### config.mk
export PLATFORM = sky130hd
export DESIGN_NAME = bus_decoder
export DESIGN_NICKNAME = d
export VERILOG_FILES = /design/src/design/soc_pkg.sv /design/src/design/bus_decoder.sv
export SDC_FILE = /design/constraint.sdc
export NUM_CORES = 1
export LEC_CHECK = 0
export ABC_AREA = 1
export BUFFER_PORTS_ARGS = -buffer_cell sky130_fd_sc_hd__buf_2
export CAP_MARGIN = 20
export CORE_MARGIN = 5
export CORE_UTILIZATION = 26
export CTS_CLUSTER_DIAMETER = 120
export CTS_CLUSTER_SIZE = 12
export DETAILED_ROUTE_END_ITERATION = 10
export PLACE_DENSITY = 0.86
export SYNTH_ARGS = -nofsm -noshare
export SYNTH_HDL_FRONTEND = slang
export SYNTH_SLANG_ARGS = --single-unit
### constraint.sdc
create_clock -name clk -period 1.1 [get_ports clk]
set_input_delay 0.055 -clock clk [delete_from_list [all_inputs] [get_ports clk]]
set_output_delay 0.055 -clock clk [all_outputs]
set_load 0.005 [all_outputs]
### src/design/soc_pkg.sv
`default_nettype none

package soc_pkg;

  // bus side
  typedef logic [31:0] bus_addr_t;          // byte address
  typedef logic [31:0] bus_data_t;          // read and write data
  typedef logic [3:0]  bus_sel_t;           // one bit per byte lane

  // page copy side
  typedef logic [15:0] page_t;              // page number at a memory controller
  typedef logic [16:0] page_count_t;        // one wider than page_t, len + 1 fits

  // display side
  typedef logic [1:0]  vga_mode_t;
  typedef logic [11:0] line_base_t;

  localparam int sram_words = 512;          // 2 KiB of main memory
  typedef logic [$clog2(sram_words)-1:0] sram_addr_t; // word index, adr[10:2]

  // windows, compared against adr[31:16]
  localparam logic [15:0] win_sram = 16'h0200;
  localparam logic [15:0] win_vga  = 16'h0204;
  localparam logic [15:0] win_dma  = 16'h0205;

  // word offsets inside a window, adr[3:2]
  localparam logic [1:0] reg_vga_mode  = 2'd0;
  localparam logic [1:0] reg_line_base = 2'd1;
  localparam logic [1:0] reg_dma_src   = 2'd0;
  localparam logic [1:0] reg_dma_dst   = 2'd1;
  localparam logic [1:0] reg_dma_len   = 2'd2;
  localparam logic [1:0] reg_dma_go    = 2'd3;  // any write starts a copy

  localparam vga_mode_t vga_mode_reset = 2'd3;

endpackage

`default_nettype wire

### src/design/bus_decoder.sv
`default_nettype none

module bus_decoder (
  input  logic              clk,
  input  logic              reset_n,
  input  logic              cyc,
  input  logic              stb,
  input  soc_pkg::bus_addr_t adr,
  input  logic              sram_ack,
  input  soc_pkg::bus_data_t sram_dat,
  input  logic              regs_ack,
  output logic              sram_stb,
  output logic              regs_vga_stb,
  output logic              regs_dma_stb,
  output soc_pkg::bus_data_t dat_r,
  output logic              ack
);

  import soc_pkg::*;

  logic      req;                           // live request from the master
  logic      hit_sram;
  logic      hit_vga;
  logic      hit_dma;
  logic      hit_none;                      // unmapped range
  logic      void_ack;                      // ack we generate ourselves

  assign req      = cyc && stb;
  assign hit_sram = (adr[31:16] == win_sram);
  assign hit_vga  = (adr[31:16] == win_vga);
  assign hit_dma  = (adr[31:16] == win_dma);
  assign hit_none = !(hit_sram || hit_vga || hit_dma);

  // one strobe per window, targets never look at adr[31:16]
  assign sram_stb     = req && hit_sram;
  assign regs_vga_stb = req && hit_vga;
  assign regs_dma_stb = req && hit_dma;

  // unmapped: single-cycle ack pulse, no write side effect
  always_ff @(posedge clk or negedge reset_n) begin
    if (!reset_n) begin
      void_ack <= 1'b0;
    end else begin
      void_ack <= req && hit_none && !void_ack; // master drops stb after ack
    end
  end

  // return path
  always_comb begin
    if (hit_sram) begin
      ack   = sram_ack;
      dat_r = sram_dat;
    end else if (hit_vga || hit_dma) begin
      ack   = regs_ack;                     // dma window may stall here
      dat_r = '0;                           // register windows read as zero
    end else begin
      ack   = void_ack;
      dat_r = '0;
    end
  end

endmodule

`default_nettype wire

# Yosys cells after proc, flatten, opt, wreduce, memory -nomap -nowiden
# Index checks and enable logic that the tools add are counted.
# totals
ram_bits	0
n_memories	0
rom_bits	0
regBits	1
word_cells	18
latchBits	0
output_inout_bits	36
inputBits	70
# op_classes
div	0
bitwise_logic	0
add_sub_neg	0
n_mul	0
shifts	0
muxes	3
n_lt_le_gt_ge	0
n_reduce_logical	11
eq_ne	3
# ops
cell	n
16-bit by 10-bit equality test with 1-bit output, second input constant	3
32-bit 2-to-1 mux	1
1-bit logical AND	6
1-bit logical OR	3
1-bit zero test	2
1-bit 2-to-1 mux	2

# Depth between registers and ports, before layout
# depth
ltp_word	6
mapped_depth	9
depth_no_buf	9

# Worst setup path after synthesis
# No wires, ideal clock.
# synth_path
path_type	input-to-output
start	in adr[31]
end	out dat_r[0]
path_stages	6
slack_ns	0.295
path_buffers	1
arrival_time_ns	0.750
cell_sequence	nor2_1 > nand2_1 > nor2_4 > nand3_4 > buf_6 > nor2_2
# synth_via
elab_chain_len	2
# synth_rtl
element	line_no	text
start, declared	bus_decoder.sv:8	input soc_pkg::bus_addr_t adr,
16-bit by 10-bit equality test with 1-bit output	bus_decoder.sv:29	assign hit_sram = (adr[31:16] == win_sram);
32-bit 2-to-1 mux	bus_decoder.sv:50	if (hit_sram) begin
end, declared	bus_decoder.sv:15	output soc_pkg::bus_data_t dat_r,
# Every way passes these cells.

# Final worst setup path
# layout_path
start	in adr[28]
end	out dat_r[18]
# Same word-level chain as after synthesis.

==> out/results.tsv <==
metric	value	unit
worst hold-check slack	0.3135	ns
number of flops mapped to enable cells by yosys	0	
unrepaired setup endpoints after global routing	true	
worst stage delay on the critical path	0.21	ns
synthesized flop and latch total	1	
Buf/Inv on CP	3	
leading cell type by number of instances after synthesis	sky130_fd_sc_hd__inv_1	
worst min path class	in -> reg	
number of standard cells in the final layout excluding fillers	232	
headroom to the max-slew limit	90.25	%
cell-internal power	142.7	uW
Die ar.	2950	um2
starting utilization of the core area	26.56	%
switching share of power	35.46	%
horizontal die dimension	54.31	um
final critical path time including I/O delays and setup	1.083	ns
number of design rule violations left after detail routing	0	
Worst R2R Start	void_ack	
biggest area consumer among synthesized cells	sky130_fd_sc_hd__inv_1	
top achievable clock speed	923.5	MHz
reported max-cap violation count	0	
final setup vio count	0	
average detailed-routed wire length per instance	9.384	um
via count of the first global-routing pass	568	
remaining global-route overflow	0	
total count of max-transition violations in the final report	0	
transition time at the pin with the least slew margin	0.1462	ns
ratio of cells with drive above 1 in the final layout	62.93	%
Final Hold Fails	0	
Largest delay share family, worst path	simple AND/OR/NAND/NOR gates	
routed wire length	2177	um
Final TNS setup	0	ns
total area of multi-input combinational cells	392.9	um2
insertion delay of the later-clocked pin in the worst-skew pair	0	ns
register name with the most flops	void_ack	
cell chain of the critical path	buf_6 -> nor2_1 -> nand2_1 -> nor2_4 -> nand3_4 -> clkbuf_16 -> nor2_1 -> buf_2	
final net count	277	
Most common cell on crit path	sky130_fd_sc_hd__nor2_1	
flop-to-flop setup slack	0.32	ns
syn nets	179	
Setup crit end kind	output port	
Hold Crit Start	cyc	
drt via density	3.948	
part of the cycle the worst path needs	98.44	%
FF+latch area	25.02	um2
net switching power	78.39	uW
sequential share of power	18.0	%
number of distinct standard cells referenced by the synthesized netlist	10	
outcome	finished, final reports clean	
area share of the largest cell type after synthesis	28.68	%
crit path launch type	input port	
standard-cell rows	16	
remaining number of nets flagged by the antenna check after routing	0	
worst hold stages	3	
post-placement cell count	227	
data arrival time of the worst path	1.03	ns
Mapped Cells	109	
count of filler cells inserted in the layout	190	
share of flip-flops with an asynchronous set or reset	100.0	%
VDD IR max	196.2	uV
Min-Delay Endpoint	void_ack	
area inside the core boundary	1922	um2
critical path class	in -> out	
endpoint of the lowest-slack register-to-register path	void_ack	
DIE HEIGHT	54.31	um
sequential fraction of the synthesis area	4.902	%
mapped cell area	510.5	um2
power density of the placed cells	184.1	nW/um2
largest registers	void_ack (1)	
detailed-routing iteration count for the pre-antenna-repair pass	3	
Post-synth top flop	sky130_fd_sc_hd__dfrtp_1	
maximum fanout count along the critical path	10	
Reg clk slew, reported paths	0	ns
number of cells on the worst reg-to-reg path	4	
Fin Clk Skew	0	ns
Detailed Place HPWL	1713	um
Clk pwr share	0	%
growth of design area from synthesis to finish	135.3	%
Crit path required time	1.04	ns
dominant cells by area after synthesis	sky130_fd_sc_hd__inv_1, sky130_fd_sc_hd__nor2_1, sky130_fd_sc_hd__nor2_2	
Final Total Pwr	221.1	uW
wire length of the first global-routing pass	2187	um
I/O Buffers	89	
synth cell count leaders	sky130_fd_sc_hd__inv_1, sky130_fd_sc_hd__nor2_1, sky130_fd_sc_hd__nand2_1	
area of placed instances	1006	um2
combinational power share	82.0	%
vias after detailed routing	916	
leakage power	0.8508	nW
largest net degree at the start of global routing	21	
number of top-level pins	106	
antenna violations before repair	0	
final RePlAce weighted congestion	0.6664	
count of warnings emitted by yosys	0	
n_diodes	0	
total non-filler cell area in the finished layout	1201	um2
number of violations reported at the end of detailed-routing iteration 0	1	
synthesized area divided by synthesized cell count	4.683	um2
Largest register FFs	1	
crit path max-delay cell type	sky130_fd_sc_hd__clkbuf_16	
GRT Overall Usage	9.270	%
metrics by stage:
step	worst slack [ns]	utilization, %
after global routing	-0.05610	62.50
after CTS	0.01023	52.86
after global placement	0.05087	52.34
after detailed placement	0.01331	52.34
final	0.01716	62.50
after floorplan	0.2952	-
cell families (layout without fill, tap and decap cells):
group / after synthesis / after routing / share of synthesized area [%]
and+or+nand+nor: 66 / 66 / 59.80
buffers and inverters: 42 / 138 / 35.29
DFF: 1 / 1 / 4.901
per-layer routing:
metal	vias up	global-route usage [%]	part of all wire, %
met2	42	21.71	55
met3	0	0.2725	13
met5	-	0	0
met1	388	8.842	32
li1	486	-	-
met4	0	0	0
power by group through the flow:
stage	clock [mW]	sequential (mW)	combinational, mW
2_1_floorplan	0	0.0398	0.0509
3_3_place_gp	0	0.0398	0.146
3_5_place_dp	0	0.0399	0.151
4_1_cts	0	0.0399	0.154
5_1_grt	0	0.0400	0.200
6_report	0	0.0398	0.181
final cells by class:
class | instances | share of cell area [%]
Timing Repair Buffer | 99 | 50.21
Sequential cell | 1 | 2.083
Inverter | 39 | 12.19
Tap cell | 27 | 2.813
Multi-Input combinational cell | 66 | 32.71
layout by cell type, fill, tap and decap left out, types with 2 or more instances in the layout:
cell type                   Yosys  routed
sky130_fd_sc_hd__clkbuf_16      0       2
sky130_fd_sc_hd__buf_4          0       5
sky130_fd_sc_hd__nand3_1        3       2
sky130_fd_sc_hd__nand2_2        0       3
sky130_fd_sc_hd__nor2_4         2      11
sky130_fd_sc_hd__nor2_1        38      26
sky130_fd_sc_hd__inv_1         39      36
sky130_fd_sc_hd__nor2_2         9      12
sky130_fd_sc_hd__nand2_1       12       9
sky130_fd_sc_hd__buf_6          3       4
sky130_fd_sc_hd__inv_2          0       3
sky130_fd_sc_hd__buf_2          0      85
worst min-delay path: cells and delay by family:
kind,cells,cell delay [ns]
buf+inv,1,0.10
simple gates,2,0.11
what timing repair did:
| item | 4_1_cts | 5_1_grt |
|---|---|---|
| hold buffers | 1 | 0 |
| endpoints found under the setup margin | 0 | 22 |
| resized for setup | 0 | 34 |
| hold endpoints to repair | 1 | 0 |
| buffers inserted | 0 | 2 |
how the worst max path moves through the flow:
stage                  from        end  slack (ns)  cells after the start
floorplan           adr[31]   dat_r[0]        0.30                      6
global placement    adr[29]   dat_r[4]        0.05                      8
detailed placement  adr[29]  dat_r[12]        0.01                      8
CTS                 adr[29]  dat_r[12]        0.01                      8
global route        adr[26]        ack       -0.06                     11
finish              adr[28]  dat_r[18]        0.02                      8
No activity file was read; power rests on OpenSTA's default activity.
