<file path="config.mk">
export PLATFORM = sky130hd
export DESIGN_NAME = video_dma_regs
export DESIGN_NICKNAME = d
export VERILOG_FILES = /design/src/design/soc_pkg.sv /design/src/design/video_dma_regs.sv
export SDC_FILE = /design/constraint.sdc
export NUM_CORES = 1
export LEC_CHECK = 0
export ABC_AREA = 0
export BUFFER_PORTS_ARGS = -buffer_cell sky130_fd_sc_hd__buf_2
export CORE_AREA = 2 2 80 82
export DETAILED_ROUTE_END_ITERATION = 12
export DIE_AREA = 0 0 82 84
export GPL_ROUTABILITY_DRIVEN = 1
export PLACE_DENSITY = 0.73
export SETUP_SLACK_MARGIN = 0.2
export SLEW_MARGIN = 0
export SYNTH_ARGS = -nofsm -noshare
export SYNTH_HDL_FRONTEND = slang
export SYNTH_SLANG_ARGS = --single-unit
</file>
<file path="constraint.sdc">
create_clock -name clk -period 1.55 [get_ports clk]
set_input_delay 0.2325 -clock clk [delete_from_list [all_inputs] [get_ports clk]]
set_output_delay 0.2325 -clock clk [all_outputs]
set_load 0.01 [all_outputs]
</file>
<file path="src/design/soc_pkg.sv">
`default_nettype none

package soc_pkg;

  // bus side
  typedef logic [31:0] bus_addr_t;          // byte address
  typedef logic [31:0] bus_data_t;          // read and write data
  typedef logic [3:0]  bus_sel_t;           // one bit per byte lane

  // page copy side
  typedef logic [15:0] page_t;              // page number at a memory controller
  typedef logic [16:0] page_count_t;        // one wider than page_t, len + 1 fits

  // display side
  typedef logic [1:0]  vga_mode_t;
  typedef logic [11:0] line_base_t;

  localparam int sram_words = 512;          // 2 KiB of main memory
  typedef logic [$clog2(sram_words)-1:0] sram_addr_t; // word index, adr[10:2]

  // windows, compared against adr[31:16]
  localparam logic [15:0] win_sram = 16'h0200;
  localparam logic [15:0] win_vga  = 16'h0204;
  localparam logic [15:0] win_dma  = 16'h0205;

  // word offsets inside a window, adr[3:2]
  localparam logic [1:0] reg_vga_mode  = 2'd0;
  localparam logic [1:0] reg_line_base = 2'd1;
  localparam logic [1:0] reg_dma_src   = 2'd0;
  localparam logic [1:0] reg_dma_dst   = 2'd1;
  localparam logic [1:0] reg_dma_len   = 2'd2;
  localparam logic [1:0] reg_dma_go    = 2'd3;  // any write starts a copy

  localparam vga_mode_t vga_mode_reset = 2'd3;

endpackage

`default_nettype wire

</file>
<file path="src/design/video_dma_regs.sv">
`default_nettype none

module video_dma_regs (
  input  logic                clk,
  input  logic                reset_n,
  input  logic                vga_stb,
  input  logic                dma_stb,
  input  logic                we,
  input  logic [1:0]          offset,
  input  soc_pkg::bus_data_t  dat_w,
  input  logic                dma_done,
  output logic                ack,
  output soc_pkg::vga_mode_t  vga_mode,
  output soc_pkg::line_base_t line_base,
  output soc_pkg::page_t      dma_src,
  output soc_pkg::page_t      dma_dst,
  output soc_pkg::page_t      dma_len,
  output logic                dma_go
);

  import soc_pkg::*;

  logic take_vga;
  logic take_dma;

  assign take_vga = vga_stb && !ack;
  assign take_dma = dma_stb && !ack && !dma_go; // stalled while a copy runs

  always_ff @(posedge clk or negedge reset_n) begin
    if (!reset_n) begin
      ack <= 1'b0;
    end else begin
      ack <= take_vga || take_dma;          // single-cycle pulse
    end
  end

  // display settings
  always_ff @(posedge clk or negedge reset_n) begin
    if (!reset_n) begin
      vga_mode  <= vga_mode_reset;
      line_base <= '0;
    end else if (take_vga && we) begin
      case (offset)
        reg_vga_mode:  vga_mode  <= dat_w[1:0];
        reg_line_base: line_base <= dat_w[11:0];
        default: ;                          // upper offsets unused
      endcase
    end
  end

  // dma settings and go/done handshake
  always_ff @(posedge clk or negedge reset_n) begin
    if (!reset_n) begin
      dma_src <= '0;
      dma_dst <= '0;
      dma_len <= '0;
      dma_go  <= 1'b0;
    end else if (dma_go && dma_done) begin
      dma_go <= 1'b0;                       // go falls a cycle after done rises
    end else if (take_dma && we) begin
      case (offset)
        reg_dma_src: dma_src <= dat_w[15:0];
        reg_dma_dst: dma_dst <= dat_w[15:0];
        reg_dma_len: dma_len <= dat_w[15:0];
        reg_dma_go:  dma_go  <= 1'b1;       // data ignored
        default: ;
      endcase
    end
  end

endmodule

`default_nettype wire

</file>
**After elaboration in Yosys (flattened, before gate mapping)**

Index checks and enable logic that the tools add are counted.

- Register bits after elaboration: 64
- Bits of input ports: 40
- Output and inout bits: 64
- Word-level logic and storage cells: 32

- Eq/ne operators: 3
- Muxes and demuxes: 3
- Bitwise logic cells: 1
- Reduce and logical (&&, ||, !) cells: 18

Operator list:

| kind | count |
|---|---|
| 3-bit AND reduction | 3 |
| 1-bit logical AND | 6 |
| 2-bit AND reduction | 3 |
| 2-bit == test (second input constant) | 2 |
| 2-bit nonzero test | 2 |
| 1-bit two-way mux | 3 |
| 2-bit by 1-bit == test with 1-bit output (second input constant) | 1 |
| 1-bit zero test | 2 |
| 2-bit zero test | 1 |
| 1-bit logical OR | 1 |
| 1-bit inverter | 1 |

**Longest topological paths before layout**

- Word-level depth: 6
- Depth in mapped cells: 4
- Depth with buffers taken out: 3

**Least setup slack after synthesis**

No wires, ideal clock.

- Path kind: flip-flop to flip-flop
- Start: reg ack
- End: reg dma_len[10]
- Library setup time: 0.125 ns
- Data arrival time: 1.396 ns
- Setup slack: 0.028 ns
- Cell stages (with the launch flop): 5
- Buffers on the path: 1
- Clock period less this slack: 1.522 ns
- Cell sequence: dfrtp_1 -> and4bb_4 -> nand3b_4 -> buf_6 -> mux2_4

- Cells in the longest elaborated chain, start to end: 5

RTL lines:

| element | line | text |
|---|---|---|
| start, declared | video_dma_regs.sv:12 | `output logic ack,` |
| start signal, assigned | video_dma_regs.sv:33 | `ack <= take_vga \|\| take_dma;` |
| 1-bit zero test | video_dma_regs.sv:27 | `assign take_dma = dma_stb && !ack && !dma_go;` |
| 1-bit logical AND (2 in series) | video_dma_regs.sv:27 |  |
| 1-bit logical AND | video_dma_regs.sv:60 | `end else if (take_dma && we) begin` |
| 3-bit AND reduction (no source line) | - |  |
| end signal, assigned | video_dma_regs.sv:64 | `reg_dma_len: dma_len <= dat_w[15:0];` |
| end, declared | video_dma_regs.sv:17 | `output soc_pkg::page_t dma_len,` |

Every way passes these cells.
A chain may end at the register's enable or synchronous reset.

**Worst setup path after layout**

- Start: reg ack
- End: reg line_base[2]

- Cells in the longest elaborated chain, start to end: 4

RTL lines:

| element | line | text |
|---|---|---|
| 1-bit zero test | video_dma_regs.sv:26 | `assign take_vga = vga_stb && !ack;` |
| 1-bit logical AND | video_dma_regs.sv:26 |  |
| 1-bit logical AND | video_dma_regs.sv:42 | `end else if (take_vga && we) begin` |
| 2-bit AND reduction (no source line) | - |  |
| end signal, assigned | video_dma_regs.sv:45 | `reg_line_base: line_base <= dat_w[11:0];` |
| end, declared | video_dma_regs.sv:14 | `output soc_pkg::line_base_t line_base,` |

Every way passes these cells.

==> results_dict.tcl <==
set metrics [dict create \
    status "finished clean" \
    min_path_type "input port to flop" \
    cts_made_buffers 9 \
    route.detailed.drc 0 \
    p_per_area_mw_per_mm2 1615 \
    clock_latency_ps 340 \
    slew_headroom 0.5792 \
    crit_fanout 6 \
    ff2ff_path_depth 4 \
    layout-drive-gt1-share 0.7216 \
    grt_pass1_wl_mm 8.528 \
    instances_no_fill 332 \
    pin_count 104 \
    holdPathStages 2 \
    regArea_mm2 0.001604 \
    synth.avg_cell_area_um2 17.77 \
    yosysSeqAreaShare 0.6312 \
    clk_pin_slew_ps 70 \
    p_leak_nw 1.832 \
    arrival_ps 1680 \
    r2r_setup_slack_ps 90 \
    critical_path_class "flop to flop" \
    portBuffers 87 \
    dp_cells 310 \
    max_cap_violations 0 \
    layout.nets 290 \
    min_from "dma_done" \
    wl_per_cell_um 16.22 \
    setup_viol 0 \
    synth.top_cell.area_share 0.6105 \
    netlist_top_cells_area "dfrtp_1 61%, mux2_2 18%, mux2_4 12%" \
    period_needed_ps 1457 \
    ir_worst_vdd_uv 845.6 \
    hold_viol_final 0 \
    clock-sinks 64 \
    synth.distinct_cells 18 \
    slew_viol_final 0 \
    async_reset_ff_frac 1.000 \
    antenna_found_initial 0 \
    die_x_um 82 \
    dp_slack_ps 44.57 \
    timing.rr.end "line_base[2]" \
    final.fill_count 521 \
    clock_skew_ps 6.496 \
    cts_tree "done" \
    n_antenna_cell 0 \
    clockBufferDepth 2 \
    fp.coreArea_mm2 0.006096 \
    finalCritPeriodShare 0.9400 \
    setup_ws_ps 92.95 \
    power_mw 5.598 \
    grt_pass1_vias 1669 \
    ys_seq_elements 64 \
    gp_congestion 0.6828 \
    worst_pin_slew_ps 628.9 \
    initial_utilization 0.4169 \
    netlist_instances 143 \
    fmax_mhz 686.3 \
    syn_nets 183 \
    drtIter0Drc 53 \
    htreeDepth 3 \
    synth_top_cell_by_area "dfrtp_1" \
    syn-cell-area_mm2 0.002541 \
    drtAntennaViolNets 0 \
    rsz0062_at_grt "true" \
    yosys_warnings 0 \
    area_delta_synth_final_pct 36.39 \
    multi_input_area_um2 958.4 \
    ys_top_cells_by_count "62 x dfrtp_1, 40 x mux2_2, 20 x mux2_4" \
    rows 29 \
    routed_wl_mm 5.384 \
    synth.most_common_cell "dfrtp_1" \
    vias 1601 \
    die_area_mm2 0.006888 \
    final_util 0.5686 \
    grt_overflow 0 \
    grt_max_degree 65 \
    crit_required_ps 1780 \
    hold_end "dma_go" \
    dr.pass1.iters 4 \
    worstSetupStartpointType "flop" \
    vias_per_cell 4.822 \
    synth_edf_count 0 \
    synthFlopType "dfrtp_1" \
    track_usage 0.1684 \
    end_kind "flop" \
    rr_startpoint "ack" \
    hpwl_mm 3.604 \
    die_h_um 84 \
    fin_setup_tns_ps 0 \
    cts-root-buf "clkbuf_8" \
]
## cell type report
| cell class | count | area share |
|---|---|---|
| flip-flops and latches | 64 | 0.4628 |
| multi-input cells | 75 | 0.2765 |
| repair buffers | 99 | 0.1653 |
| clock buffers | 10 | 0.03971 |
| well taps | 77 | 0.02780 |
| clock inverters | 6 | 0.02671 |
| inverters | 1 | 0.001083 |
## kinds of logic after synthesis
family	count (synthesis)	share of synthesized area
multiplexers	63	0.3082
buffers and inverters	5	0.01772
flip-flops	64	0.6312
AO/OA/AOI/OAI	1	0.001968
AND/OR/NAND/NOR	10	0.04087
## stage by stage
stage | area (um2) | hold WS [ps]
2_1_floorplan | 2582 | -63.09
3_3_place_gp | 3159 | 273.8
3_5_place_dp | 3159 | 274.6
4_1_cts | 3427 | 42.70
5_1_grt | 3466 | 47.52
6_report | 3466 | 56.13
## report_power, final
group	switching, mW	internal (mW)
registers	0.254	2.17
clock network	0.664	0.954
logic	0.668	0.883
total	1.59	4.01
## critical path, cell delays in order, from the launching register on
cell	delay (ps)
dfrtp_1	400
and2b_1	210
and4b_2	270
buf_6	160
mux2_4	300
## flip-flops by register name, summed over array words and instances, names as in the netlist
register	flops
ack	1
dma_src	16
dma_len	16
vga_mode	2
dma_dst	16
dma_go	1
line_base	12
## routing by layer
layer,vias to the layer above,routed length [um],GRT usage
li1,725,-,-
met1,811,2400,0.2150
met2,57,2521,0.2535
met3,8,371,0.04978
met4,0,90,0.09091
met5,-,0,0
## how the worst max path moves through the flow
stage	start	slack, ps	cells past startpoint	to
2_1_floorplan	dma_go	40	4	dma_len[10]
3_3_place_gp	ack	50	4	line_base[4]
3_5_place_dp	ack	40	4	line_base[4]
4_1_cts	ack	70	4	dma_dst[14]
5_1_grt	ack	40	4	line_base[4]
6_report	ack	90	4	line_base[2]
## placed cells by master, fill, tap and decap left out
master         Yosys  final
buf_12             0      3
dfstp_2            2      2
bufinv_16          0      2
dfrtp_1           62     62
nor2_1             2      2
inv_1              1      1
nand4_1            1      1
buf_2              0     87
mux2i_1            1      1
nand3b_4           2      2
nand3_1            1      1
nand2_4            1      1
buf_4              1      6
mux2_4            20     32
clkbuf_8           0     10
and4bb_4           1      1
and2b_1            1      1
clkinv_4           0      2
buf_6              3      2
mux2_2            40     30
a21oi_1            1      1
and4b_2            0      1
clkinvlp_4         0      2
dlygate4sd3_1      0      1
nand2_8            0      1
## timing repair
action                                  in CTS  in global routing
cloned                                       0                  1
setup buffers                                2                  2
pin swaps                                    1                  0
endpoints found under the setup margin      60                 60
hold buffers                                 1                  0
resized for setup                            4                  2
hold endpoints to repair                    62                  0
Power figures use the tool's default switching activity.
