--- src/design/soc_pkg.sv ---
`default_nettype none

package soc_pkg;

  // bus side
  typedef logic [31:0] bus_addr_t;          // byte address
  typedef logic [31:0] bus_data_t;          // read and write data
  typedef logic [3:0]  bus_sel_t;           // one bit per byte lane

  // page copy side
  typedef logic [15:0] page_t;              // page number at a memory controller
  typedef logic [16:0] page_count_t;        // one wider than page_t, len + 1 fits

  // display side
  typedef logic [1:0]  vga_mode_t;
  typedef logic [11:0] line_base_t;

  localparam int sram_words = 512;          // 2 KiB of main memory
  typedef logic [$clog2(sram_words)-1:0] sram_addr_t; // word index, adr[10:2]

  // windows, compared against adr[31:16]
  localparam logic [15:0] win_sram = 16'h0200;
  localparam logic [15:0] win_vga  = 16'h0204;
  localparam logic [15:0] win_dma  = 16'h0205;

  // word offsets inside a window, adr[3:2]
  localparam logic [1:0] reg_vga_mode  = 2'd0;
  localparam logic [1:0] reg_line_base = 2'd1;
  localparam logic [1:0] reg_dma_src   = 2'd0;
  localparam logic [1:0] reg_dma_dst   = 2'd1;
  localparam logic [1:0] reg_dma_len   = 2'd2;
  localparam logic [1:0] reg_dma_go    = 2'd3;  // any write starts a copy

  localparam vga_mode_t vga_mode_reset = 2'd3;

endpackage

`default_nettype wire

--- src/design/page_copy_engine.sv ---
`default_nettype none

module page_copy_engine (
  input  logic           clk,
  input  logic           reset_n,
  input  logic           blanking,
  input  logic           dma_go,
  input  soc_pkg::page_t dma_src,
  input  soc_pkg::page_t dma_dst,
  input  soc_pkg::page_t dma_len,
  input  logic           rd_ack,
  input  logic           wr_ack,
  output logic           dma_done,
  output logic           block_vga,
  output logic           dma_active,
  output logic           rd_req,
  output soc_pkg::page_t rd_page,
  output logic           rd_buf,
  output logic           wr_req,
  output soc_pkg::page_t wr_page,
  output logic           wr_buf
);

  import soc_pkg::*;

  typedef enum logic [1:0] {
    st_idle,                                // waiting for go and blanking
    st_wait_low,                            // both acks must be low
    st_wait_ack,                            // requests out
    st_done                                 // done high until go drops
  } state_t;

  state_t      state;
  logic        blank_s1;                    // two-flop synchroniser
  logic        blank_s2;
  logic        blank_q;                     // previous synced value
  logic        blank_rise;
  logic        busy;                        // copy in progress
  page_count_t count;                       // steps completed
  page_count_t count_end;                   // len + 1 steps in total
  logic        acks_low;
  logic        acks_high;

  assign blank_rise = blank_s2 && !blank_q;
  assign count_end  = {1'b0, dma_len} + 17'd1;
  assign acks_low   = !rd_ack && !wr_ack;
  assign acks_high  = rd_ack && (wr_ack || !wr_req); // step 0 has no write

  assign block_vga  = busy;                 // display held off for the whole copy
  assign dma_active = busy;

  always_ff @(posedge clk or negedge reset_n) begin
    if (!reset_n) begin
      blank_s1 <= 1'b0;
      blank_s2 <= 1'b0;
      blank_q  <= 1'b0;
    end else begin
      blank_s1 <= blanking;
      blank_s2 <= blank_s1;
      blank_q  <= blank_s2;
    end
  end

  // step sequencer
  always_ff @(posedge clk or negedge reset_n) begin
    if (!reset_n) begin
      state    <= st_idle;
      busy     <= 1'b0;
      dma_done <= 1'b0;
      rd_req   <= 1'b0;
      wr_req   <= 1'b0;
      count    <= '0;
    end else begin
      case (state)
        st_idle: begin
          if (dma_go && !dma_done && blank_rise) begin
            busy  <= 1'b1;
            count <= '0;
            state <= st_wait_low;
          end
        end
        st_wait_low: begin
          if (acks_low) begin
            if (count == count_end) begin
              busy     <= 1'b0;          // last ack gone, release display
              dma_done <= 1'b1;
              state    <= st_done;
            end else begin
              rd_req <= 1'b1;
              wr_req <= (count != '0);   // write trails read by one page
              state  <= st_wait_ack;
            end
          end
        end
        st_wait_ack: begin
          if (acks_high) begin
            rd_req <= 1'b0;
            wr_req <= 1'b0;
            count  <= count + 17'd1;
            state  <= st_wait_low;
          end
        end
        st_done: begin
          if (!dma_go) begin
            dma_done <= 1'b0;            // phase 4 of the go/done handshake
            state    <= st_idle;
          end
        end
        default: state <= st_idle;
      endcase
    end
  end

  // page numbers and buffer selects, stable while req is high
  always_ff @(posedge clk) begin
    if (state == st_idle && dma_go && !dma_done && blank_rise) begin
      rd_page <= dma_src;
      rd_buf  <= 1'b0;
      wr_page <= dma_dst - 16'd1;        // first write lands on dst
      wr_buf  <= 1'b1;
    end else if (state == st_wait_ack && acks_high) begin
      rd_page <= rd_page + 16'd1;
      rd_buf  <= !rd_buf;                // ping-pong
      wr_page <= wr_page + 16'd1;
      wr_buf  <= !wr_buf;
    end
  end

endmodule

`default_nettype wire

--- config.mk ---
export PLATFORM = sky130hd
export DESIGN_NAME = page_copy_engine
export DESIGN_NICKNAME = d
export VERILOG_FILES = /design/src/design/soc_pkg.sv /design/src/design/page_copy_engine.sv
export SDC_FILE = /design/constraint.sdc
export NUM_CORES = 1
export LEC_CHECK = 0
export BUFFER_PORTS_ARGS = -buffer_cell sky130_fd_sc_hd__buf_2
export CELL_PAD_IN_SITES_DETAIL_PLACEMENT = 1
export CELL_PAD_IN_SITES_GLOBAL_PLACEMENT = 2
export CORE_MARGIN = 2
export CORE_UTILIZATION = 30
export CTS_BUF_LIST = sky130_fd_sc_hd__clkbuf_4 sky130_fd_sc_hd__clkbuf_8
export CTS_CLUSTER_SIZE = 24
export DETAILED_ROUTE_END_ITERATION = 6
export PLACE_DENSITY = 0.84
export SKIP_LAST_GASP = 1
export SYNTH_ARGS = -nofsm -noshare
export SYNTH_HDL_FRONTEND = slang
export SYNTH_SLANG_ARGS = --single-unit
--- constraint.sdc ---
create_clock -name clk -period 2 [get_ports clk]
set_input_delay 0.4 -clock clk [delete_from_list [all_inputs] [get_ports clk]]
set_output_delay 0.4 -clock clk [all_outputs]
set_load 0.02 [all_outputs]
Word-level counts from Yosys, hierarchy flattened
Cells that the tools add are included.
Operators by class
  $add $sub $neg: 5
  equality and inequality tests: 10
  multiplexer cells: 28
  reductions and logical operators: 29
Operators by type and width (number)
  two-way mux 16 bit: 4
  two-way mux 17 bit: 2
  case mux 17 bit (2 select lines): 1
  adder 16 x 1 -> 16 bit, second input constant: 2
  adder 16 x 1 -> 17 bit, second input constant: 1
  adder 17 x 1 -> 17 bit, second input constant: 1
  == test 17 bit: 1
  nonzero test 17 bit: 1
  AND reduction 4 bit: 4
  subtractor 16 x 1 -> 16 bit, second input constant: 1
  two-way mux 1 bit: 12
  != test 2 bit, second input constant: 6
  nonzero test 2 bit: 5
  logical AND 1 bit: 9
  two-way mux 2 bit: 4
  case mux 1 bit (2 select lines): 4
  case mux 2 bit (4 select lines): 1
  logical NOT 1 bit: 7
  == test 2 bit, second input constant: 2
  AND reduction 3 bit: 1
  == test 2 x 1 -> 1 bit, second input constant: 1
  logical NOT 2 bit: 1
  logical OR 1 bit: 1
Storage, ports and cells
  flip-flop bits (word level): 60
  bits of input ports: 54
  output and inout bits: 39
  word-level logic and storage cells: 85

Logic depth before layout (Yosys ltp)
Gate-level depths: netlist (run 1).
  word-level depth: 6
  mapped depth: 8

Worst setup path after synthesis (run 1)
No wires, ideal clock.
  path type: input to register
  start point: in dma_len[0]
  end point: reg wr_req
  setup time: 0.079 ns
  arrival: 2.372 ns
  required time: 1.921 ns
  setup slack: -0.452 ns
  stages: 8
  path buffers: 0
  cells stage by stage: ha_1 -> nand3_2 -> nor4_1 -> xnor2_1 -> nand4b_1 -> or4b_4 -> o31ai_4 -> mux2i_1
On the way
  longest elaborated chain between the ends: 4
Ends and longest elaborated chain
  from (decl): line page_copy_engine.sv:10  | input soc_pkg::page_t dma_len,
  adder 16 x 1 -> 17 bit: line page_copy_engine.sv:45  | assign count_end = {1'b0, dma_len} + 17'd1;
  == test 17 bit: line page_copy_engine.sv:84  | if (count == count_end) begin
  != test 2 bit (no line)
  AND reduction 4 bit (no line)
  to (signal assigned): line page_copy_engine.sv:90  | wr_req <= (count != '0);
  to (decl): line page_copy_engine.sv:19  | output logic wr_req,
Every way passes these cells.
A chain may end at the register's enable or synchronous reset.

Worst setup path in the final report (run 1)
  start point: reg count[9]
  end point: reg dma_done
On the way
  longest elaborated chain between the ends: 3
Ends and longest elaborated chain
  from (decl): line page_copy_engine.sv:39  | page_count_t count;
  from (signal assigned): line page_copy_engine.sv:99  | count <= count + 17'd1;
  == test 17 bit: line page_copy_engine.sv:84
  != test 2 bit (no line)
  AND reduction 4 bit (no line)
  to (signal assigned): line page_copy_engine.sv:69  | dma_done <= 1'b0;
  to (signal assigned): line page_copy_engine.sv:86  | dma_done <= 1'b1;
  to (signal assigned): line page_copy_engine.sv:105  | dma_done <= 1'b0;
  to (decl): line page_copy_engine.sv:13  | output logic dma_done,
Every way passes these cells.

==> results.json, run 1 <==
{
  "layout.nets": 653,
  "grt_max_degree": 49,
  "arrival_ns": 2.45,
  "antenna_cells": 0,
  "power_switching_mw": 1.52,
  "setup_ws_ns": -0.161,
  "worstPathRequired_ns": 2.29,
  "combPwrFrac_pct": 32.9,
  "path_class": "reg -> reg",
  "crit_path_start_kind": "register",
  "drv_cap": 0,
  "ys.flop_type": "edfxtp_1",
  "place_ws_ns": -0.510,
  "critPathMaxFanout": 4,
  "cts-buffers-inserted": 9,
  "root_buffer": "clkbuf_8",
  "antenna_left": 0,
  "clock-sinks": 60,
  "violations": "setup timing",
  "die_w_um": 118,
  "fin_skew_ns": 0.0119,
  "placed_area_um2": 5130,
  "power_frac_seq_pct": 41.3,
  "fill_cells": 1512,
  "power.density_nw_per_um2": 776,
  "hp-class": "in -> async",
  "fmax_mhz": 463,
  "synth_top_area_share_pct": 24.5,
  "grt_overflow": 0,
  "drc": 0,
  "gp_congestion": 0.834,
  "ys_ff_latch": 60,
  "ys_types": 52,
  "end_kind": "register",
  "hold_viol_final": 0,
  "finalSetupViolations": 5,
  "p_leak_nw": 2.27,
  "cts_tree": "yes",
  "placed_cells": 747,
  "yosysMostFrequentCell": "nand2_1",
  "cts_max_level": 3,
  "period_minus_slack_ns": 2.16,
  "clkLatencyLatePin_ns": 0.35,
  "dp_hpwl_um": 9600,
  "synth-edff-count": 32,
  "area_growth_pct": 40.4,
  "rr_startpoint": "count[9]",
  "vias": 3851,
  "cts_max_path_buffers": 2,
  "synth_area_um2": 3920,
  "yosysTopAreaCell": "edfxtp_1",
  "grt_use_total_pct": 18.2,
  "regToRegSetupSlack_ns": -0.16,
  "wl_per_cell_um": 16.3,
  "std_cell_rows": 41,
  "die-area_um2": 14000,
  "r2r_end": "dma_done",
  "yosys_warnings": 0,
  "yosys-top-cells-area": "edfxtp_1 (25%), dfrtp_1 (17%), xor2_1 (8.3%)",
  "grt_antenna_before_repair": 0,
  "drv_slew": 0,
  "reg2reg_depth": 7,
  "grt_first_pass_wirelength_um": 20600,
  "drive_gt1_share_pct": 36.5,
  "async_reset_ff_share_pct": 43.3,
  "io_buffers": 92,
  "ctsHoldBuffers": 0,
  "synth.avg_cell_area_um2": 9.00,
  "first_global_vias": 4006,
  "die_h_um": 118,
  "switching_share_pct": 35.7,
  "syn-num-nets": 495,
  "core_um2": 12700,
  "boundaryPins": 93,
  "period_share_pct": 108,
  "initialDrtViolationCount": 216,
  "dr.pass1.iters": 4,
  "routed_via_density": 5.00,
  "clkPwrFrac_pct": 25.8,
  "tightest_slew_ns": 0.632,
  "rsz0062_at_grt": "yes",
  "seq_area_frac_synth_pct": 42.2,
  "design_area_um2": 5500,
  "wl_um": 12600,
  "finish.utilization_pct": 43.4,
  "finalNonFillerCells": 770,
  "status": "finished with violations",
  "max-slew-margin-rel_pct": 57.8,
  "synth_commonest_cells": "nand2_1 (58), nor2_1 (38), xor2_1 (37)",
  "vdd_drop_max_mv": 0.331,
  "intPower_mw": 2.74,
  "cts.reportedPaths.clkPinSlew_ns": 0.07,
  "initial_core_util_pct": 30.9,
  "postSynthCellCount": 435
}
[worst max-delay path, stage by stage (launching register included)]
cell and delay (ns):
dfrtp_2 0.45, xnor2_4 0.24, nand2_2 0.12, a31oi_4 0.19, a2111oi_2 0.08, or4b_4 0.54
nor3_4 0.29, a22o_1 0.18
[repair_timing]
| action | CTS | global route |
|---|---|---|
| gates resized for setup | 5 | 22 |
| endpoints found under the hold margin | 0 | 0 |
| endpoints found under the setup margin | 5 | 26 |
| pin swaps | 5 | 8 |
| buffers inserted | 3 | 4 |
[stage by stage]
| step | hold slack (ns) | power [mW] | setup TNS, ns |
|---|---|---|---|
| 3_3_place_gp | 0.340 | 3.08 | -3.85 |
| 3_5_place_dp | 0.344 | 3.14 | -4.76 |
| 4_1_cts | 0.0661 | 4.26 | -0.196 |
| 2_1_floorplan | 0.104 | 2.51 | -1.13 |
| 5_1_grt | 0.0911 | 4.53 | -1.26 |
| 6_report | 0.0665 | 4.27 | -0.625 |
[worst max-delay path by stage]
stage,from,to,slack (ns)
floorplan,dma_dst[4],wr_page[14],-0.18
global placement,dma_len[0],wr_req,-0.38
detailed placement,dma_len[0],wr_req,-0.51
CTS,count[4],wr_req,-0.07
global route,count[9],dma_done,-0.26
finish,count[9],dma_done,-0.16
[state kept, by name, indices dropped and copies added (netlist names)]
signal     count
blank_q        1
blank_s1       1
blank_s2       1
block_vga      1
count         17
dma_done       1
rd_buf         1
rd_page       16
rd_req         1
state          2
wr_buf         1
wr_page       16
wr_req         1
[cell usage in the layout (no fill, tap or decap), types with 3 or more instances in the layout]
cell      synthesis  routed
edfxtp_1         32      32
or3_1             6       3
and2_1            4       4
and3_1           12      12
dfrtp_2           0       4
clkinv_2          0       3
mux2i_1           3       3
a21oi_1          16      16
inv_1            15      15
clkbuf_8          0       9
or4_1             6       4
nand4_1           8       8
nor4_4            1       3
nor3_4            0       3
o31ai_1           5       5
buf_4             1      66
nand3_1          28      28
nand2_1          58      55
xnor2_1          29      28
nor4_2            0       3
buf_2             0      92
nor3_1            8       6
nor4_1           10       5
o21ai_0          32      31
o211ai_1          3       3
or3_4             0       3
ha_1              6       5
nor2_2            1       3
dfrtp_1          26      22
xor2_1           37      37
nor2_1           38      35
and4_1            3       3
o21ai_1           2       3
[cell families after synthesis]
group           after synthesis  share of synthesized area, %
buf+inv                      29                          2.88
mux                           3                         0.767
simple gates                196                          25.8
fa+ha+maj                     6                          1.92
compound gates               75                          11.7
flops                        60                          42.2
xor+xnor                     66                          14.8
[area by class of cell]
type / count / area (µm²) / area share [%]
timing repair buffer: 161 / 1010 / 18.3
clock buffer: 11 / 139 / 2.53
inverter: 15 / 56.3 / 1.02
multi-input combinational: 346 / 2370 / 43.1
tap: 172 / 215 / 3.91
sequential: 60 / 1660 / 30.1
clock inverter: 5 / 52.6 / 0.956
[power groups by stage]
stage	Clock (mW)	Combinational [mW]	Sequential, mW
global placement	0	1.31	1.77
finish	1.10	1.40	1.76
detailed placement	0	1.36	1.78
global route	1.18	1.56	1.79
CTS	1.13	1.38	1.76
floorplan	0	0.618	1.89
[routing by layer]
metal	GRT usage, %	share of wire, %
met1	23.5	45
met4	6.63	1.8
met5	0	0
met2	30.6	50
met3	3.09	3.8
(Power assumes the default switching activity.)
==> inputs of run 2 (changes only) <==
--- a/config.mk
+++ b/config.mk
@@ -14,6 +14,7 @@
 export CTS_CLUSTER_SIZE = 24
 export DETAILED_ROUTE_END_ITERATION = 6
 export PLACE_DENSITY = 0.84
+export REMOVE_ABC_BUFFERS = 1
 export SKIP_LAST_GASP = 1
 export SYNTH_ARGS = -nofsm -noshare
 export SYNTH_HDL_FRONTEND = slang
==> results.json, run 2 (same netlist as run 1, synthesis figures left out) <==
{
  "end_kind": "register",
  "fill_cells": 1508,
  "period_share_pct": 109,
  "layout.nets": 651,
  "antenna_cells": 0,
  "place_ws_ns": -0.650,
  "routed_via_density": 5.04,
  "wl_um": 12200,
  "io_buffers": 92,
  "total_power_mw": 4.44,
  "boundaryPins": 93,
  "hold_slack_ns": 0.0553,
  "root_buffer": "clkbuf_8",
  "cts.reportedPaths.clkPinSlew_ns": 0.07,
  "regMostFlops": "count",
  "critPathMaxFanout": 7,
  "fmax_mhz": 460,
  "violations": "setup timing",
  "path_class": "in -> reg",
  "finalNonFillerCells": 768,
  "timing.setup.tns_ns": -0.484,
  "grt_max_degree": 41,
  "vias": 3867,
  "drive_gt1_share_pct": 34.6,
  "area_growth_pct": 39.3,
  "antenna_left": 0,
  "cts_max_level": 3,
  "wl_per_cell_um": 15.9,
  "period_minus_slack_ns": 2.17,
  "initial_core_util_pct": 30.9,
  "arrival_ns": 2.45,
  "finish.utilization_pct": 43.0,
  "setup_ws_ns": -0.172,
  "drv_slew": 0,
  "cts-buffers-inserted": 9,
  "dr.pass1.iters": 4,
  "grt_use_total_pct": 17.8,
  "placed_cells": 745,
  "fin_skew_ns": 0.00994,
  "first_global_vias": 4062,
  "clkLatencyLatePin_ns": 0.36,
  "crit_path_start_kind": "input port",
  "vdd_drop_max_mv": 0.343,
  "finalSetupViolations": 7,
  "initialDrtViolationCount": 137,
  "drv_cap": 0,
  "hp-class": "in -> async",
  "grt_overflow": 0,
  "cts_max_path_buffers": 2,
  "power.density_nw_per_um2": 815,
  "largest_reg_flops": 17,
  "grt_antenna_before_repair": 0,
  "std_cell_rows": 41,
  "clock-sinks": 60,
  "p_leak_nw": 2.27,
  "dp_hpwl_um": 8950,
  "die_w_um": 118,
  "placed_area_um2": 5020,
  "die_h_um": 118,
  "die-area_um2": 14000,
  "drc": 0,
  "cts_tree": "yes",
  "core_um2": 12700,
  "worstPathRequired_ns": 2.28,
  "hold_viol_final": 0,
  "layout_common_cells": "buf_2 (91), buf_4 (65), nand2_1 (58)",
  "reg.largest.list": "count (17), rd_page (16), wr_page (16)",
  "grt_first_pass_wirelength_um": 20000,
  "rsz0062_at_grt": "yes",
  "design_area_um2": 5450,
  "gp_congestion": 0.807,
  "tightest_slew_ns": 0.611,
  "final_common_cell": "buf_2",
  "status": "finished with violations",
  "max-slew-margin-rel_pct": 59.2
}
## run 2: worst max-delay path, stage by stage
cell and delay, ns:
buf_4 0.11, ha_4 0.14, nand3_4 0.08, buf_6 0.14, o21a_1 0.19, nor4_2 0.31, a31oi_1 0.07, or4b_4 0.57
o31ai_4 0.21, mux2i_1 0.22
## run 2: metal layers
layer	up-vias	global-route usage, %	routed length (µm)
met5	-	0	0
met4	0	5.95	218
met3	19	3.43	493
met2	90	32.2	6220
met1	1881	21.0	5320
li1	1877	-	-
## run 2: cell type report
class	instances	area [µm²]	share of cell area, %
Clock buffer	10	131	2.41
Timing Repair Buffer	159	995	18.2
Clock inverter	6	103	1.88
Multi-Input combinational cell	346	2300	42.2
Tap cell	172	215	3.95
Sequential cell	60	1650	30.3
Inverter	15	56.3	1.03
## run 2: path summary, 6_finish.rpt
path,from,to,cells after the start,slack (ns)
setup / recovery,dma_len[1],wr_req,10,-0.17
hold / removal,reset_n,count[2],1,0.06
setup reg to reg,count[9],wr_req,7,-0.12
hold reg to reg,blank_s1,blank_s2,0,0.35
max in group asynchronous,reset_n,count[2],1,1.52
min in group clk,blanking,blank_s1,1,0.15
## run 2: timing repair
action,4_1_cts,5_1_grt
hold buffers,0,0
endpoints found under the setup margin,10,14
pin swaps,15,5
resized for setup,22,9
setup buffers,4,3
## run 2: power breakdown
| group | switching, mW | internal [mW] |
|---|---|---|
| clock network | 0.518 | 0.831 |
| registers | 0.199 | 1.56 |
| logic | 0.787 | 0.547 |
| total | 1.50 | 2.94 |
==> inputs of run 3 (changes only) <==
--- a/config.mk
+++ b/config.mk
@@ -5,15 +5,15 @@
 export SDC_FILE = /design/constraint.sdc
 export NUM_CORES = 1
 export LEC_CHECK = 0
+export ABC_AREA = 0
 export BUFFER_PORTS_ARGS = -buffer_cell sky130_fd_sc_hd__buf_2
 export CELL_PAD_IN_SITES_DETAIL_PLACEMENT = 1
 export CELL_PAD_IN_SITES_GLOBAL_PLACEMENT = 2
-export CORE_MARGIN = 2
 export CORE_UTILIZATION = 30
 export CTS_BUF_LIST = sky130_fd_sc_hd__clkbuf_4 sky130_fd_sc_hd__clkbuf_8
 export CTS_CLUSTER_SIZE = 24
 export DETAILED_ROUTE_END_ITERATION = 6
-export PLACE_DENSITY = 0.84
+export PLACE_DENSITY_LB_ADDON = 0.05
 export REMOVE_ABC_BUFFERS = 1
 export SKIP_LAST_GASP = 1
 export SYNTH_ARGS = -nofsm -noshare
==> results.json, run 3 (same netlist as run 1, synthesis figures left out) <==
{
  "status": "finished with violations",
  "violations": "setup timing",
  "cpPeakStageDelay_ns": 0.59,
  "reg2reg_depth": 7,
  "std_cell_rows": 41,
  "grt_antenna_before_repair": 0,
  "cts_max_level": 3,
  "total_power_mw": 4.21,
  "antenna_cells": 0,
  "initialDrtViolationCount": 183,
  "rr_startpoint": "count[9]",
  "die_h_um": 116,
  "drc": 0,
  "max-slew-margin-rel_pct": 55.5,
  "worstPathRequired_ns": 2.27,
  "grt_max_degree": 48,
  "gr-usage-met2_pct": 31.7,
  "finalSetupViolations": 6,
  "die_w_um": 116,
  "hp-class": "in -> async",
  "power_switching_mw": 1.49,
  "layout.nets": 651,
  "vias": 3793,
  "final_common_cell": "buf_2",
  "grt_use_met3_pct": 4.00,
  "placed_cells": 748,
  "switching_share_pct": 35.3,
  "grt_use_total_pct": 19.0,
  "regToRegSetupSlack_ns": -0.13,
  "rsz0062_at_grt": "yes",
  "regMostFlops": "count",
  "area_growth_pct": 39.6,
  "cts_max_path_buffers": 2,
  "tightest_slew_ns": 0.668,
  "antenna_left": 0,
  "cts.reportedPaths.clkPinSlew_ns": 0.07,
  "drv_slew": 0,
  "io_buffers": 92,
  "arrival_ns": 2.42,
  "gp_congestion": 0.879,
  "crit_path_start_kind": "input port",
  "dp_hpwl_um": 9050,
  "grtUsageMet1_pct": 24.1,
  "busiest_layer": "met2",
  "clock-sinks": 60,
  "place_ws_ns": -0.641,
  "cts-buffers-inserted": 9,
  "vdd_drop_max_mv": 0.460,
  "combPwrFrac_pct": 32.1,
  "p_leak_nw": 2.25,
  "period_minus_slack_ns": 2.15,
  "end_kind": "register",
  "wl_um": 12000,
  "critPathBufInv": 2,
  "boundaryPins": 93,
  "cpMostUsedCell": "buf_4",
  "r2r_end": "wr_req",
  "critPathTopFamily": "simple AND/OR/NAND/NOR gates",
  "setup_ws_ns": -0.152,
  "timing.setup.tns_ns": -0.484,
  "clkLatencyLatePin_ns": 0.36,
  "first_global_vias": 3884,
  "drive_gt1_share_pct": 35.1,
  "clkPwrFrac_pct": 26.2,
  "worst_path_max_delay_cell": "or4b_4",
  "drv_cap": 0,
  "power.density_nw_per_um2": 771,
  "dr.pass1.iters": 4,
  "reg.largest.list": "count (17), rd_page (16), wr_page (16)",
  "intPower_mw": 2.72,
  "largest_reg_flops": 17,
  "root_buffer": "clkbuf_8",
  "power_frac_seq_pct": 41.7,
  "crit_chain": "buf_4 > ha_4 > nand3_4 > buf_4 > o21a_1 > nor4_1 > a31oi_1 > or4b_4 > o31ai_4 > mux2i_1",
  "grt_overflow": 0,
  "path_class": "in -> reg",
  "fill_cells": 1553,
  "hold_viol_final": 0,
  "initial_core_util_pct": 30.9,
  "grt_first_pass_wirelength_um": 19400,
  "fin_skew_ns": 0.00697,
  "routed_via_density": 4.94,
  "core_um2": 12700,
  "period_share_pct": 108,
  "critPathMaxFanout": 3,
  "wl_per_cell_um": 15.6,
  "fmax_mhz": 465,
  "finalNonFillerCells": 768,
  "layout_common_cells": "buf_2 (86), buf_4 (64), nand2_1 (58)",
  "die-area_um2": 13500,
  "cts_tree": "yes",
  "finish.utilization_pct": 43.1
}
==> run 3: how the worst max path moves through the flow <==
stage,slack [ns],from,end,cells past startpoint
CTS,-0.15,count[9],wr_req,7
finish,-0.15,dma_len[0],wr_req,10
floorplan,-0.98,dma_done,count[6],6
global placement,-0.52,dma_len[0],wr_req,9
global route,-0.26,count[9],wr_req,7
detailed placement,-0.64,dma_len[0],wr_req,10
==> run 3: final cells by class <==
type	instances	area (µm²)	share of cell area, %
clock inverter	5	52.6	0.962
inverter	15	56.3	1.03
timing repair buffer	159	1030	18.8
multi-input combinational	346	2320	42.4
tap	172	215	3.94
clock buffer	11	139	2.54
sequential	60	1660	30.3
==> run 3: routing by layer <==
layer	routed length (µm)	up-vias
li1	-	1873
met1	5660	1839
met2	5770	66
met3	365	15
met4	219	0
met5	0	-
==> run 3: power by group through the flow <==
stage,combinational [mW],clock (mW),sequential (mW)
after floorplan,0.562,0,1.92
after CTS,1.35,1.15,1.75
after global routing,1.51,1.20,1.79
after detailed placement,1.33,0,1.77
after global placement,1.31,0,1.77
final,1.35,1.10,1.76
==> run 3: per-stage QoR <==
stage | area (µm²) | hold slack, ns
floorplan | 3860 | 0.104
global placement | 5040 | 0.339
detailed placement | 5040 | 0.336
CTS | 5320 | 0.0911
global route | 5470 | 0.105
finish | 5470 | 0.0782
==> run 3: repair_timing <==
item,4_1_cts,5_1_grt
hold buffers,0,0
buffers inserted,0,4
setup endpoints to repair,9,67
hold endpoints to repair,0,0
resized for setup,16,30
pin swaps,12,20
